File: src/source/dhcp_rx_macros.svh
`ifndef DHCP_RX_MACROS_SVH
`define DHCP_RX_MACROS_SVH

// --------------------------------------------------
// bootp header layout, byte 0 is op
// --------------------------------------------------
`define DHCP_OP_REPLY       8'h02   // op byte of a server reply
`define DHCP_XID_FIRST      4       // xid, bytes 4..7
`define DHCP_YIADDR_FIRST   16      // offered address, bytes 16..19
`define DHCP_CHADDR_FIRST   28      // client mac, bytes 28..33
`define DHCP_HEADER_LAST    239     // last byte before the option list

// --------------------------------------------------
// option list
// --------------------------------------------------
`define DHCP_OPT_PAD        8'h00   // single byte, no length
`define DHCP_OPT_END        8'hFF   // closes the list
`define DHCP_OPT_LEASE      8'd51   // lease time, seconds
`define DHCP_OPT_MSG_TYPE   8'd53   // one byte message type
`define DHCP_OPT_SERVER_ID  8'd54   // server ip

// message type values
`define DHCP_MSG_OFFER      8'd2
`define DHCP_MSG_ACK        8'd5

// destination used until a server is known
`define BROADCAST_MAC       48'hFFFF_FFFF_FFFF
`define BROADCAST_IP        32'hFFFF_FFFF

`endif

File: src/source/dhcp_rx_pkg.sv
package dhcp_rx_pkg;

  // --------------------------------------------------
  // vector types
  // --------------------------------------------------
  typedef logic [7:0]  octet_t;       // one udp payload byte
  typedef logic [47:0] mac_addr_t;    // ethernet address
  typedef logic [31:0] ip_addr_t;     // ipv4 address
  typedef logic [31:0] seconds_t;     // lease time
  typedef logic [31:0] xid_t;         // transaction id
  typedef logic [7:0]  byte_index_t;  // header position or option count

  // packet walk
  typedef enum logic [2:0] {
    RX_IDLE,       // waiting for op byte
    RX_HEADER,     // fixed 240 byte header
    RX_OPT_CODE,   // option code, pad or end
    RX_OPT_LEN,    // option length byte
    RX_OPT_VALUE,  // option value bytes
    RX_DONE        // rest of packet ignored
  } rx_state_t;

  // one received byte with its strobe
  typedef struct packed {
    octet_t data;
    logic   strobe;  // rx_enable and dhcp_rx_active both high
  } rx_beat_t;

  // options kept from the current packet
  typedef struct packed {
    seconds_t lease;      // option 51
    ip_addr_t server_ip;  // option 54
    octet_t   msg_type;   // option 53
  } dhcp_options_t;

endpackage

File: src/source/dhcp_rx_fsm.sv
`timescale 1ns/10ps
`include "dhcp_rx_macros.svh"

module dhcp_rx_fsm (
  input  logic                  rx_clock,
  input  logic                  state_reset,
  input  logic                  dhcp_rx_active,
  input  dhcp_rx_pkg::rx_beat_t beat,
  input  logic                  header_last,  // byte 239 on this beat
  input  logic                  header_ok,    // xid and chaddr matched
  input  logic                  value_last,   // last value byte on this beat
  output dhcp_rx_pkg::rx_state_t state,
  output logic                  packet_end    // end option seen
);

  dhcp_rx_pkg::rx_state_t next_state;

  // --------------------------------------------------
  // next state, only moves on a strobed byte
  // --------------------------------------------------
  always_comb begin
    next_state = state;
    if (beat.strobe) begin
      case (state)
        dhcp_rx_pkg::RX_IDLE:
          if (beat.data == `DHCP_OP_REPLY) next_state = dhcp_rx_pkg::RX_HEADER;
        dhcp_rx_pkg::RX_HEADER:
          if (header_last) begin
            // a foreign reply is ignored to its end
            next_state = header_ok ? dhcp_rx_pkg::RX_OPT_CODE : dhcp_rx_pkg::RX_DONE;
          end
        dhcp_rx_pkg::RX_OPT_CODE:
          if (beat.data == `DHCP_OPT_END) next_state = dhcp_rx_pkg::RX_DONE;
          else if (beat.data != `DHCP_OPT_PAD) next_state = dhcp_rx_pkg::RX_OPT_LEN;
        dhcp_rx_pkg::RX_OPT_LEN:
          // zero length option has no value bytes
          if (beat.data == 8'd0) next_state = dhcp_rx_pkg::RX_OPT_CODE;
          else next_state = dhcp_rx_pkg::RX_OPT_VALUE;
        dhcp_rx_pkg::RX_OPT_VALUE:
          if (value_last) next_state = dhcp_rx_pkg::RX_OPT_CODE;
        dhcp_rx_pkg::RX_DONE:
          next_state = dhcp_rx_pkg::RX_DONE;  // left only when active falls
        default:
          next_state = dhcp_rx_pkg::RX_IDLE;
      endcase
    end
  end

  always_ff @(posedge rx_clock) begin
    if (state_reset) begin
      state <= dhcp_rx_pkg::RX_IDLE;
    end else if (!dhcp_rx_active) begin
      state <= dhcp_rx_pkg::RX_IDLE;  // partial packet dropped
    end else begin
      state <= next_state;
    end
  end

  // decision pulse, registered downstream on this same edge
  assign packet_end = beat.strobe && (state == dhcp_rx_pkg::RX_OPT_CODE) &&
                      (beat.data == `DHCP_OPT_END);

endmodule

File: src/source/dhcp_byte_counter.sv
`timescale 1ns/10ps
`include "dhcp_rx_macros.svh"

module dhcp_byte_counter (
  input  logic                   rx_clock,
  input  logic                   state_reset,
  input  dhcp_rx_pkg::rx_beat_t  beat,
  input  dhcp_rx_pkg::rx_state_t state,
  output logic                   header_last,
  output logic                   value_last
);

  // header index while in the header, remaining value bytes in options
  dhcp_rx_pkg::byte_index_t count;

  always_ff @(posedge rx_clock) begin
    if (state_reset) begin
      count <= 8'd1;
    end else if (beat.strobe) begin
      case (state)
        dhcp_rx_pkg::RX_IDLE:      count <= 8'd1;          // op is byte 0
        dhcp_rx_pkg::RX_HEADER:    count <= count + 8'd1;
        dhcp_rx_pkg::RX_OPT_LEN:   count <= beat.data;     // value byte count
        dhcp_rx_pkg::RX_OPT_VALUE: count <= count - 8'd1;
        default:                   count <= count;
      endcase
    end
  end

  // --------------------------------------------------
  // flags for the byte on the current beat
  // --------------------------------------------------
  assign header_last = beat.strobe && (state == dhcp_rx_pkg::RX_HEADER) &&
                       (count == 8'(`DHCP_HEADER_LAST));
  assign value_last  = beat.strobe && (state == dhcp_rx_pkg::RX_OPT_VALUE) &&
                       (count == 8'd1);

endmodule

File: src/source/dhcp_header_check.sv
`timescale 1ns/10ps
`include "dhcp_rx_macros.svh"

module dhcp_header_check (
  input  logic                    rx_clock,
  input  logic                    state_reset,
  input  dhcp_rx_pkg::rx_beat_t   beat,
  input  dhcp_rx_pkg::rx_state_t  state,
  input  dhcp_rx_pkg::xid_t       xid,
  input  dhcp_rx_pkg::mac_addr_t  local_mac,
  output logic                    header_ok,
  output dhcp_rx_pkg::ip_addr_t   offered_ip
);

  dhcp_rx_pkg::byte_index_t pos;       // header byte on this beat
  logic                     mismatch;  // sticky for the packet
  logic [1:0]               xid_lane;  // byte lane, 3 is msb
  logic [2:0]               mac_lane;  // byte lane, 5 is msb
  logic [1:0]               ip_lane;
  logic                     in_xid;
  logic                     in_yiaddr;
  logic                     in_chaddr;

  // --------------------------------------------------
  // field windows, network byte order
  // --------------------------------------------------
  assign in_xid    = (pos >= 8'(`DHCP_XID_FIRST))    && (pos < 8'(`DHCP_XID_FIRST + 4));
  assign in_yiaddr = (pos >= 8'(`DHCP_YIADDR_FIRST)) && (pos < 8'(`DHCP_YIADDR_FIRST + 4));
  assign in_chaddr = (pos >= 8'(`DHCP_CHADDR_FIRST)) && (pos < 8'(`DHCP_CHADDR_FIRST + 6));
  assign xid_lane  = 2'(8'(`DHCP_XID_FIRST + 3) - pos);
  assign ip_lane   = 2'(8'(`DHCP_YIADDR_FIRST + 3) - pos);
  assign mac_lane  = 3'(8'(`DHCP_CHADDR_FIRST + 5) - pos);

  always_ff @(posedge rx_clock) begin
    if (state_reset) begin
      pos      <= 8'd1;
      mismatch <= 1'b0;
    end else if (beat.strobe) begin
      if (state == dhcp_rx_pkg::RX_IDLE) begin
        pos      <= 8'd1;   // fresh packet
        mismatch <= 1'b0;
      end else if (state == dhcp_rx_pkg::RX_HEADER) begin
        pos <= pos + 8'd1;
        if (in_xid && (beat.data != xid[8*xid_lane +: 8])) mismatch <= 1'b1;
        if (in_chaddr && (beat.data != local_mac[8*mac_lane +: 8])) mismatch <= 1'b1;
      end
    end
  end

  // offered address, only used after a good header
  always_ff @(posedge rx_clock) begin
    if (beat.strobe && (state == dhcp_rx_pkg::RX_HEADER) && in_yiaddr) begin
      offered_ip[8*ip_lane +: 8] <= beat.data;
    end
  end

  assign header_ok = !mismatch;

endmodule

File: src/source/dhcp_option_decode.sv
`timescale 1ns/10ps
`include "dhcp_rx_macros.svh"

module dhcp_option_decode (
  input  logic                       rx_clock,
  input  logic                       state_reset,
  input  dhcp_rx_pkg::rx_beat_t      beat,
  input  dhcp_rx_pkg::rx_state_t     state,
  input  logic                       value_last,
  output dhcp_rx_pkg::dhcp_options_t options
);

  dhcp_rx_pkg::octet_t opt_code;   // code of the option being read
  logic [31:0]         value_sr;   // value bytes, msb first
  logic [31:0]         value_now;  // including the byte on this beat

  assign value_now = {value_sr[23:0], beat.data};

  // --------------------------------------------------
  // code and value shift
  // --------------------------------------------------
  always_ff @(posedge rx_clock) begin
    if (beat.strobe) begin
      if (state == dhcp_rx_pkg::RX_OPT_CODE) opt_code <= beat.data;
      if (state == dhcp_rx_pkg::RX_OPT_VALUE) value_sr <= value_now;
    end
  end

  // --------------------------------------------------
  // kept options
  // --------------------------------------------------
  always_ff @(posedge rx_clock) begin
    if (state_reset) begin
      options <= '0;
    end else if (beat.strobe) begin
      if ((state == dhcp_rx_pkg::RX_IDLE) && (beat.data == `DHCP_OP_REPLY)) begin
        options.msg_type <= '0;  // no stale type from an older packet
      end else if (value_last) begin
        case (opt_code)
          `DHCP_OPT_LEASE:     options.lease     <= value_now;
          `DHCP_OPT_SERVER_ID: options.server_ip <= value_now;
          `DHCP_OPT_MSG_TYPE:  options.msg_type  <= beat.data;  // one byte value
          default:             options           <= options;    // unknown, skipped
        endcase
      end
    end
  end

endmodule

File: src/source/dhcp_lease_record.sv
`timescale 1ns/10ps
`include "dhcp_rx_macros.svh"

module dhcp_lease_record (
  input  logic                       rx_clock,
  input  logic                       state_reset,
  input  logic                       rx_enable,
  input  logic                       packet_end,
  input  dhcp_rx_pkg::ip_addr_t      offered_ip,
  input  dhcp_rx_pkg::dhcp_options_t options,
  input  dhcp_rx_pkg::mac_addr_t     remote_mac,
  input  dhcp_rx_pkg::ip_addr_t      remote_ip,
  output dhcp_rx_pkg::ip_addr_t      ip_accept,
  output dhcp_rx_pkg::seconds_t      lease,
  output dhcp_rx_pkg::ip_addr_t      server_ip,
  output logic                       dhcp_success,
  output logic                       dhcp_failed,
  output logic                       send_request,
  output logic                       is_renewal,
  output dhcp_rx_pkg::mac_addr_t     destination_mac,
  output dhcp_rx_pkg::ip_addr_t      destination_ip
);

  // --------------------------------------------------
  // decision at the end option
  // --------------------------------------------------
  always_ff @(posedge rx_clock) begin
    if (state_reset) begin
      ip_accept       <= '0;
      lease           <= '0;
      server_ip       <= '0;
      dhcp_success    <= 1'b0;
      dhcp_failed     <= 1'b0;
      send_request    <= 1'b0;
      is_renewal      <= 1'b0;
      destination_mac <= `BROADCAST_MAC;  // back to discover
      destination_ip  <= `BROADCAST_IP;
    end else begin
      send_request <= 1'b0;  // single cycle pulse
      if (!rx_enable) begin
        dhcp_success <= 1'b0;
        dhcp_failed  <= 1'b0;
      end else if (packet_end) begin
        if (options.msg_type == `DHCP_MSG_OFFER) begin
          ip_accept    <= offered_ip;
          send_request <= 1'b1;  // ask for the offered address
        end else if (options.msg_type == `DHCP_MSG_ACK) begin
          ip_accept       <= offered_ip;
          lease           <= options.lease;
          server_ip       <= options.server_ip;
          dhcp_success    <= 1'b1;
          dhcp_failed     <= 1'b0;
          is_renewal      <= 1'b1;
          destination_mac <= remote_mac;  // renew unicast to this server
          destination_ip  <= remote_ip;
        end else begin
          dhcp_success <= 1'b0;  // nak or anything else
          dhcp_failed  <= 1'b1;
        end
      end
    end
  end

endmodule

File: src/source/dhcp_rx_top.sv
`timescale 1ns/10ps

module dhcp_rx_top (
  input  logic                   rx_clock,
  input  logic                   state_reset,
  input  dhcp_rx_pkg::octet_t    rx_data,
  input  logic                   rx_enable,
  input  logic                   dhcp_rx_active,
  input  dhcp_rx_pkg::xid_t      xid,
  input  dhcp_rx_pkg::mac_addr_t local_mac,
  input  dhcp_rx_pkg::mac_addr_t remote_mac,
  input  dhcp_rx_pkg::ip_addr_t  remote_ip,
  output dhcp_rx_pkg::ip_addr_t  ip_accept,
  output dhcp_rx_pkg::seconds_t  lease,
  output dhcp_rx_pkg::ip_addr_t  server_ip,
  output logic                   dhcp_success,
  output logic                   dhcp_failed,
  output logic                   send_request,
  output logic                   is_renewal,
  output dhcp_rx_pkg::mac_addr_t destination_mac,
  output dhcp_rx_pkg::ip_addr_t  destination_ip
);

  dhcp_rx_pkg::rx_beat_t      beat;
  dhcp_rx_pkg::rx_state_t     state;
  dhcp_rx_pkg::ip_addr_t      offered_ip;
  dhcp_rx_pkg::dhcp_options_t options;
  logic                       header_last;
  logic                       value_last;
  logic                       header_ok;
  logic                       packet_end;

  // a byte counts only while both enables are high
  assign beat = '{data: rx_data, strobe: dhcp_rx_active & rx_enable};

  // --------------------------------------------------
  // packet walk
  // --------------------------------------------------
  dhcp_rx_fsm fsm_i (.rx_clock, .state_reset, .dhcp_rx_active, .beat, .header_last,
                     .header_ok, .value_last, .state, .packet_end);
  dhcp_byte_counter counter_i (.rx_clock, .state_reset, .beat, .state, .header_last,
                               .value_last);
  dhcp_header_check header_i (.rx_clock, .state_reset, .beat, .state, .xid, .local_mac,
                              .header_ok, .offered_ip);
  dhcp_option_decode option_i (.rx_clock, .state_reset, .beat, .state, .value_last,
                               .options);

  // results
  dhcp_lease_record record_i (.rx_clock, .state_reset, .rx_enable, .packet_end, .offered_ip,
                              .options, .remote_mac, .remote_ip, .ip_accept, .lease,
                              .server_ip, .dhcp_success, .dhcp_failed, .send_request,
                              .is_renewal, .destination_mac, .destination_ip);

endmodule

File: config.mk
export PLATFORM = sky130hd
export DESIGN_NAME = dhcp_rx_top
export DESIGN_NICKNAME = d
export VERILOG_FILES = /design/src/source/dhcp_rx_pkg.sv /design/src/source/dhcp_rx_fsm.sv /design/src/source/dhcp_byte_counter.sv /design/src/source/dhcp_header_check.sv /design/src/source/dhcp_option_decode.sv /design/src/source/dhcp_lease_record.sv /design/src/source/dhcp_rx_top.sv
export VERILOG_INCLUDE_DIRS = /design/src /design/src/source
export SDC_FILE = /design/constraint.sdc
export NUM_CORES = 1
export LEC_CHECK = 0
export BUFFER_PORTS_ARGS = -buffer_cell sky130_fd_sc_hd__clkbuf_2
export CAP_MARGIN = 0
export CELL_PAD_IN_SITES_DETAIL_PLACEMENT = 1
export CELL_PAD_IN_SITES_GLOBAL_PLACEMENT = 1
export CORE_MARGIN = 2
export CORE_UTILIZATION = 44
export CTS_BUF_LIST = sky130_fd_sc_hd__clkbuf_4
export DETAILED_ROUTE_END_ITERATION = 8
export PLACE_DENSITY = 0.95
export SETUP_SLACK_MARGIN = 0.3
export SLEW_MARGIN = 20
export SYNTH_ARGS = -nofsm -noshare
export SYNTH_HDL_FRONTEND = slang
export SYNTH_SLANG_ARGS = --single-unit
File: constraint.sdc
create_clock -name rx_clock -period 7.74 [get_ports rx_clock]
set_input_delay 1.548 -clock rx_clock [delete_from_list [all_inputs] [get_ports rx_clock]]
set_output_delay 1.548 -clock rx_clock [all_outputs]
set_load 0.01 [all_outputs]
==> summary.txt <==
Timing
  – Slew Viols, Final: 0
  – Worst slew margin: 23.3%
  – Final period utilization: 54.8%
  – Maximum frequency from static timing analysis: 236 MHz
  – RSZ-0062 raised after global routing: false
  – Worst Skew: 0.0359 ns
  – Final number of hold-violating endpoints: 0
  – Final setup fails: 0
  – Pin slew with the least headroom to its limit: 1.15 ns
  – Clock period minus worst slack: 4.25 ns
  – Worst Setup Slack, final: 3.49 ns
  – Total negative setup slack: 0 ns

Logic synthesis
  – Synth Instances: 1523
  – Multiplexer fraction of the synthesized cell area: 3.47%
  – Mean instance size in the synthesized netlist: 8.89 um2
  – Library cell with the highest instance count after synthesis: nand2_1
  – Fraction of the yosys area taken by sequential cells: 54.4%
  – Most frequent cells after synthesis: nand2_1 (499), dfxtp_1 (272), a21oi_1 (178)
  – Post-synth ARST share: 0%
  – Post-synthesis simple-gate area fraction: 25.2%
  – Most instantiated flip-flop cell in the synthesis netlist: dfxtp_1
  – Post-synth top area share: 40.2%
  – Number of enable flip-flop cells after synthesis: 64
  – Post-synthesis share of cell area spent on xor and xnor gates: 2.85%
  – Synthesis-stage register bit count: 336
  – Summed instance area of the synthesized netlist: 13500 um2
  – Combinational family with the most area after synthesis: simple AND/OR/NAND/NOR gates
  – Fraction of the mapped netlist area in compound gates: 9.51%
  – Largest cells by area after synthesis: dfxtp_1 (40%), edfxtp_1 (14%), nand2_1 (14%), a21oi_1 (6.6%), nand3b_1 (4.4%)
  – Number of distinct library cells after synthesis: 55
  – Synthesized-area fraction occupied by adder cells: 0.832%
  – Number of warning messages in the yosys log: 0
  – Total nets after synthesis: 1704
  – Cell taking the most area after synthesis: dfxtp_1

Power
  – Part of the power in the clock network: 44.5%
  – Leakage power of the design: 6.81 nW
  – Pwr per Cell Area: 208 nW/um2
  – Maximum VDD drop: 0.0960 mV
  – P_sw: 0.000802 W
  – Sequential share of power: 51.6%
  – Switching share of power: 23.3%
  – Combinational group share of total power: 3.9%
  – Cell-internal power: 0.00264 W

Routing
  – Final routed DRC violation total: 0
  – First DRT Iteration DRCs: 862
  – DRT Wirelength: 45700 um
  – Number of routed nets with antenna violations: 0
  – Per-cell routed wire length: 19.7 um
  – Number of vias after detailed routing: 12500
  – Via density per instance: 5.42
  – Detailed-router iteration count before antenna repair: 6

Worst setup path
  – Cell with the largest stage delay on the worst path: and3_4
  – Family with the most delay on the worst path: simple AND/OR/NAND/NOR gates
  – Required time at the worst-slack endpoint: 8.36 ns
  – Data arrival time at the worst-slack endpoint: 4.86 ns
  – Critical Path Sink Type: register
  – Category of the most critical setup path: input port to register
  – Highest fanout seen on the critical path: 90
  – Worst path cell trace: clkbuf_2 > nand4_1 > or2_2 > nor2_1 > and3_4 > buf_4 > nand2_1 > a21oi_1
  – Startpoint Class: input port
  – Stage delay of the slowest cell on the critical path: 0.93 ns
  – Number of buffers and inverters on the critical path: 2
  – Setup slack, reg-to-reg: 3.84 ns

Place
  – Detailed-placement wirelength estimate: 30300 um
  – Port Buf Inserts: 351
  – Final weighted congestion of routability-driven global placement: 0.882
  – Post-placement setup slack: 2.85 ns

Global routing
  – Largest net degree at the start of global routing: 116
  – Final global-route overflow total: 0
  – Grt peak-use layer: met2
  – Global routing met3 resource utilization: 6.69%
  – Global routing usage on met2: 49.3%
  – Routing usage on met1: 30.2%
  – First-pass GRT wire length: 71600 um
  – Total routing resource utilization after global routing: 27.5%
  – Via count of the first global-routing pass: 13500
  – Antenna violations before repair: 3

Clock network
  – Worst-Skew Late Latency: 0.72 ns
  – H-Tree Level Count: 3
  – Post-CTS clock slew at the launch and capture registers of the worst setup and hold paths: 0.06 ns
  – Post-CTS setup repair buffer count: 0
  – Number of clock sinks: 336
  – Clock tree from TritonCTS: yes
  – Number of gates resized after CTS: 0
  – CTS Buf Count: 83
  – Clk Tree Root Cell: clkbuf_4
  – Max clock buf depth: 3
  – CTS Hold Bufs: 0

Status
  – Status: finished, final reports clean

Floorplanning
  – Standard cell core area: 30400 um2
  – Floorplan die height: 179 um
  – Number of core rows: 64
  – Overall die area: 32200 um2
  – Die X-Extent: 179 um
  – I/O pin count: 352
  – Initial core utilization: 44.5%

Finish
  – Area delta synth->final: 22.0%
  – Final cell utilization of the core: 54.3%
  – Proportion of layout cells with a drive suffix above 1: 26.8%
  – Final net count: 2035

Min path
  – Hold Crit Class: register to register

Job
  – Max_cap viols: 0
==> power by group through the flow <==
stage | Sequential [W] | Combinational [W] | Clock, W
2_1_floorplan | 0.00182 | 0.0000632 | 0
6_report | 0.00178 | 0.000134 | 0.00153
4_1_cts | 0.00178 | 0.000133 | 0.00157
3_3_place_gp | 0.00182 | 0.000128 | 0
5_1_grt | 0.00178 | 0.000144 | 0.00166
3_5_place_dp | 0.00182 | 0.000132 | 0
==> cell usage in the layout (no fill, tap or decap), types with 4 or more instances in the layout <==
cell type,netlist,layout
clkbuf_4,0,125
edfxtp_1,64,64
a21oi_1,178,178
mux4_2,8,8
ha_1,9,9
xnor2_1,20,20
clkinv_1,0,15
nand2b_1,5,5
o21ai_0,10,10
a222oi_1,4,4
nor3_1,9,9
nand3_1,8,7
diode_2,0,4
and2_1,38,38
a22oi_1,16,16
nand3b_1,80,80
dfxtp_1,272,271
buf_4,2,9
nand2_1,499,499
mux2i_1,29,29
nor4_1,8,8
xor2_1,24,24
nor2_1,55,54
nand4_1,7,7
nor3b_1,5,5
o22ai_1,9,9
clkbuf_2,0,350
inv_1,8,8
==> worst register-to-register path, cell delays in order (launching register included) <==
cell	delay, ns
dfxtp_1	0.64
or3b_1	0.71
nor2_2	0.14
buf_4	0.39
nand4_1	0.40
nor3b_4	0.88
buf_4	0.37
nand2_1	0.10
a21oi_1	0.16
==> stage by stage <==
step	hold slack, ns	power [W]	cells	instance area, um2
after floorplan	0.432	0.00188	1523	13500
after global placement	0.440	0.00194	2165	15400
after detailed placement	0.448	0.00195	2165	15400
after CTS	0.454	0.00348	2312	16500
after global routing	0.475	0.00358	2316	16500
final	0.451	0.00344	2316	16500
==> layer usage <==
| metal | up-vias | wire [um] |
|---|---|---|
| li1 | 5799 | - |
| met1 | 5996 | 17400 |
| met2 | 595 | 23100 |
| met3 | 150 | 3140 |
| met4 | 2 | 2030 |
| met5 | - | 12 |
==> registers in the layout (all words and copies together) (netlist names) <==
register / cells
option_i.options: 72
record_i.destination_mac: 48
header_i.offered_ip: 32
record_i.destination_ip: 32
record_i.ip_accept: 32
record_i.lease: 32
record_i.server_ip: 32
option_i.value_sr: 24
counter_i.count: 8
header_i.pos: 8
option_i.opt_code: 8
fsm_i.state: 3
header_i.mismatch: 1
record_i.dhcp_failed: 1
record_i.dhcp_success: 1
record_i.is_renewal: 1
record_i.send_request: 1
==> cell type report <==
cell class,instances,area [um2]
clock buffers,125,938
clock inverters,22,143
well taps,396,495
diodes,4,10.0
fillers,3650,13900
repair buffers,360,1830
flip-flops and latches,336,7370
inverters,8,30.0
multi-input cells,1065,5700
==> cell families after synthesis <==
| kind of cell | count (synthesis) |
|---|---|
| fa+ha+maj | 9 |
| flops | 336 |
| simple gates | 742 |
| buf+inv | 122 |
| mux | 37 |
| compound gates | 233 |
| xor+xnor | 44 |
==> path summary, 6_finish.rpt <==
kind / from / end / cells past startpoint
min reg2reg: option_i.options[8] / record_i.server_ip[0] / 2
min: option_i.options[8] / record_i.server_ip[0] / 2
max: rx_data[2] / record_i.server_ip[5] / 8
max reg2reg: fsm_i.state[1] / option_i.options[36] / 8
Power figures use the tool's default switching activity.
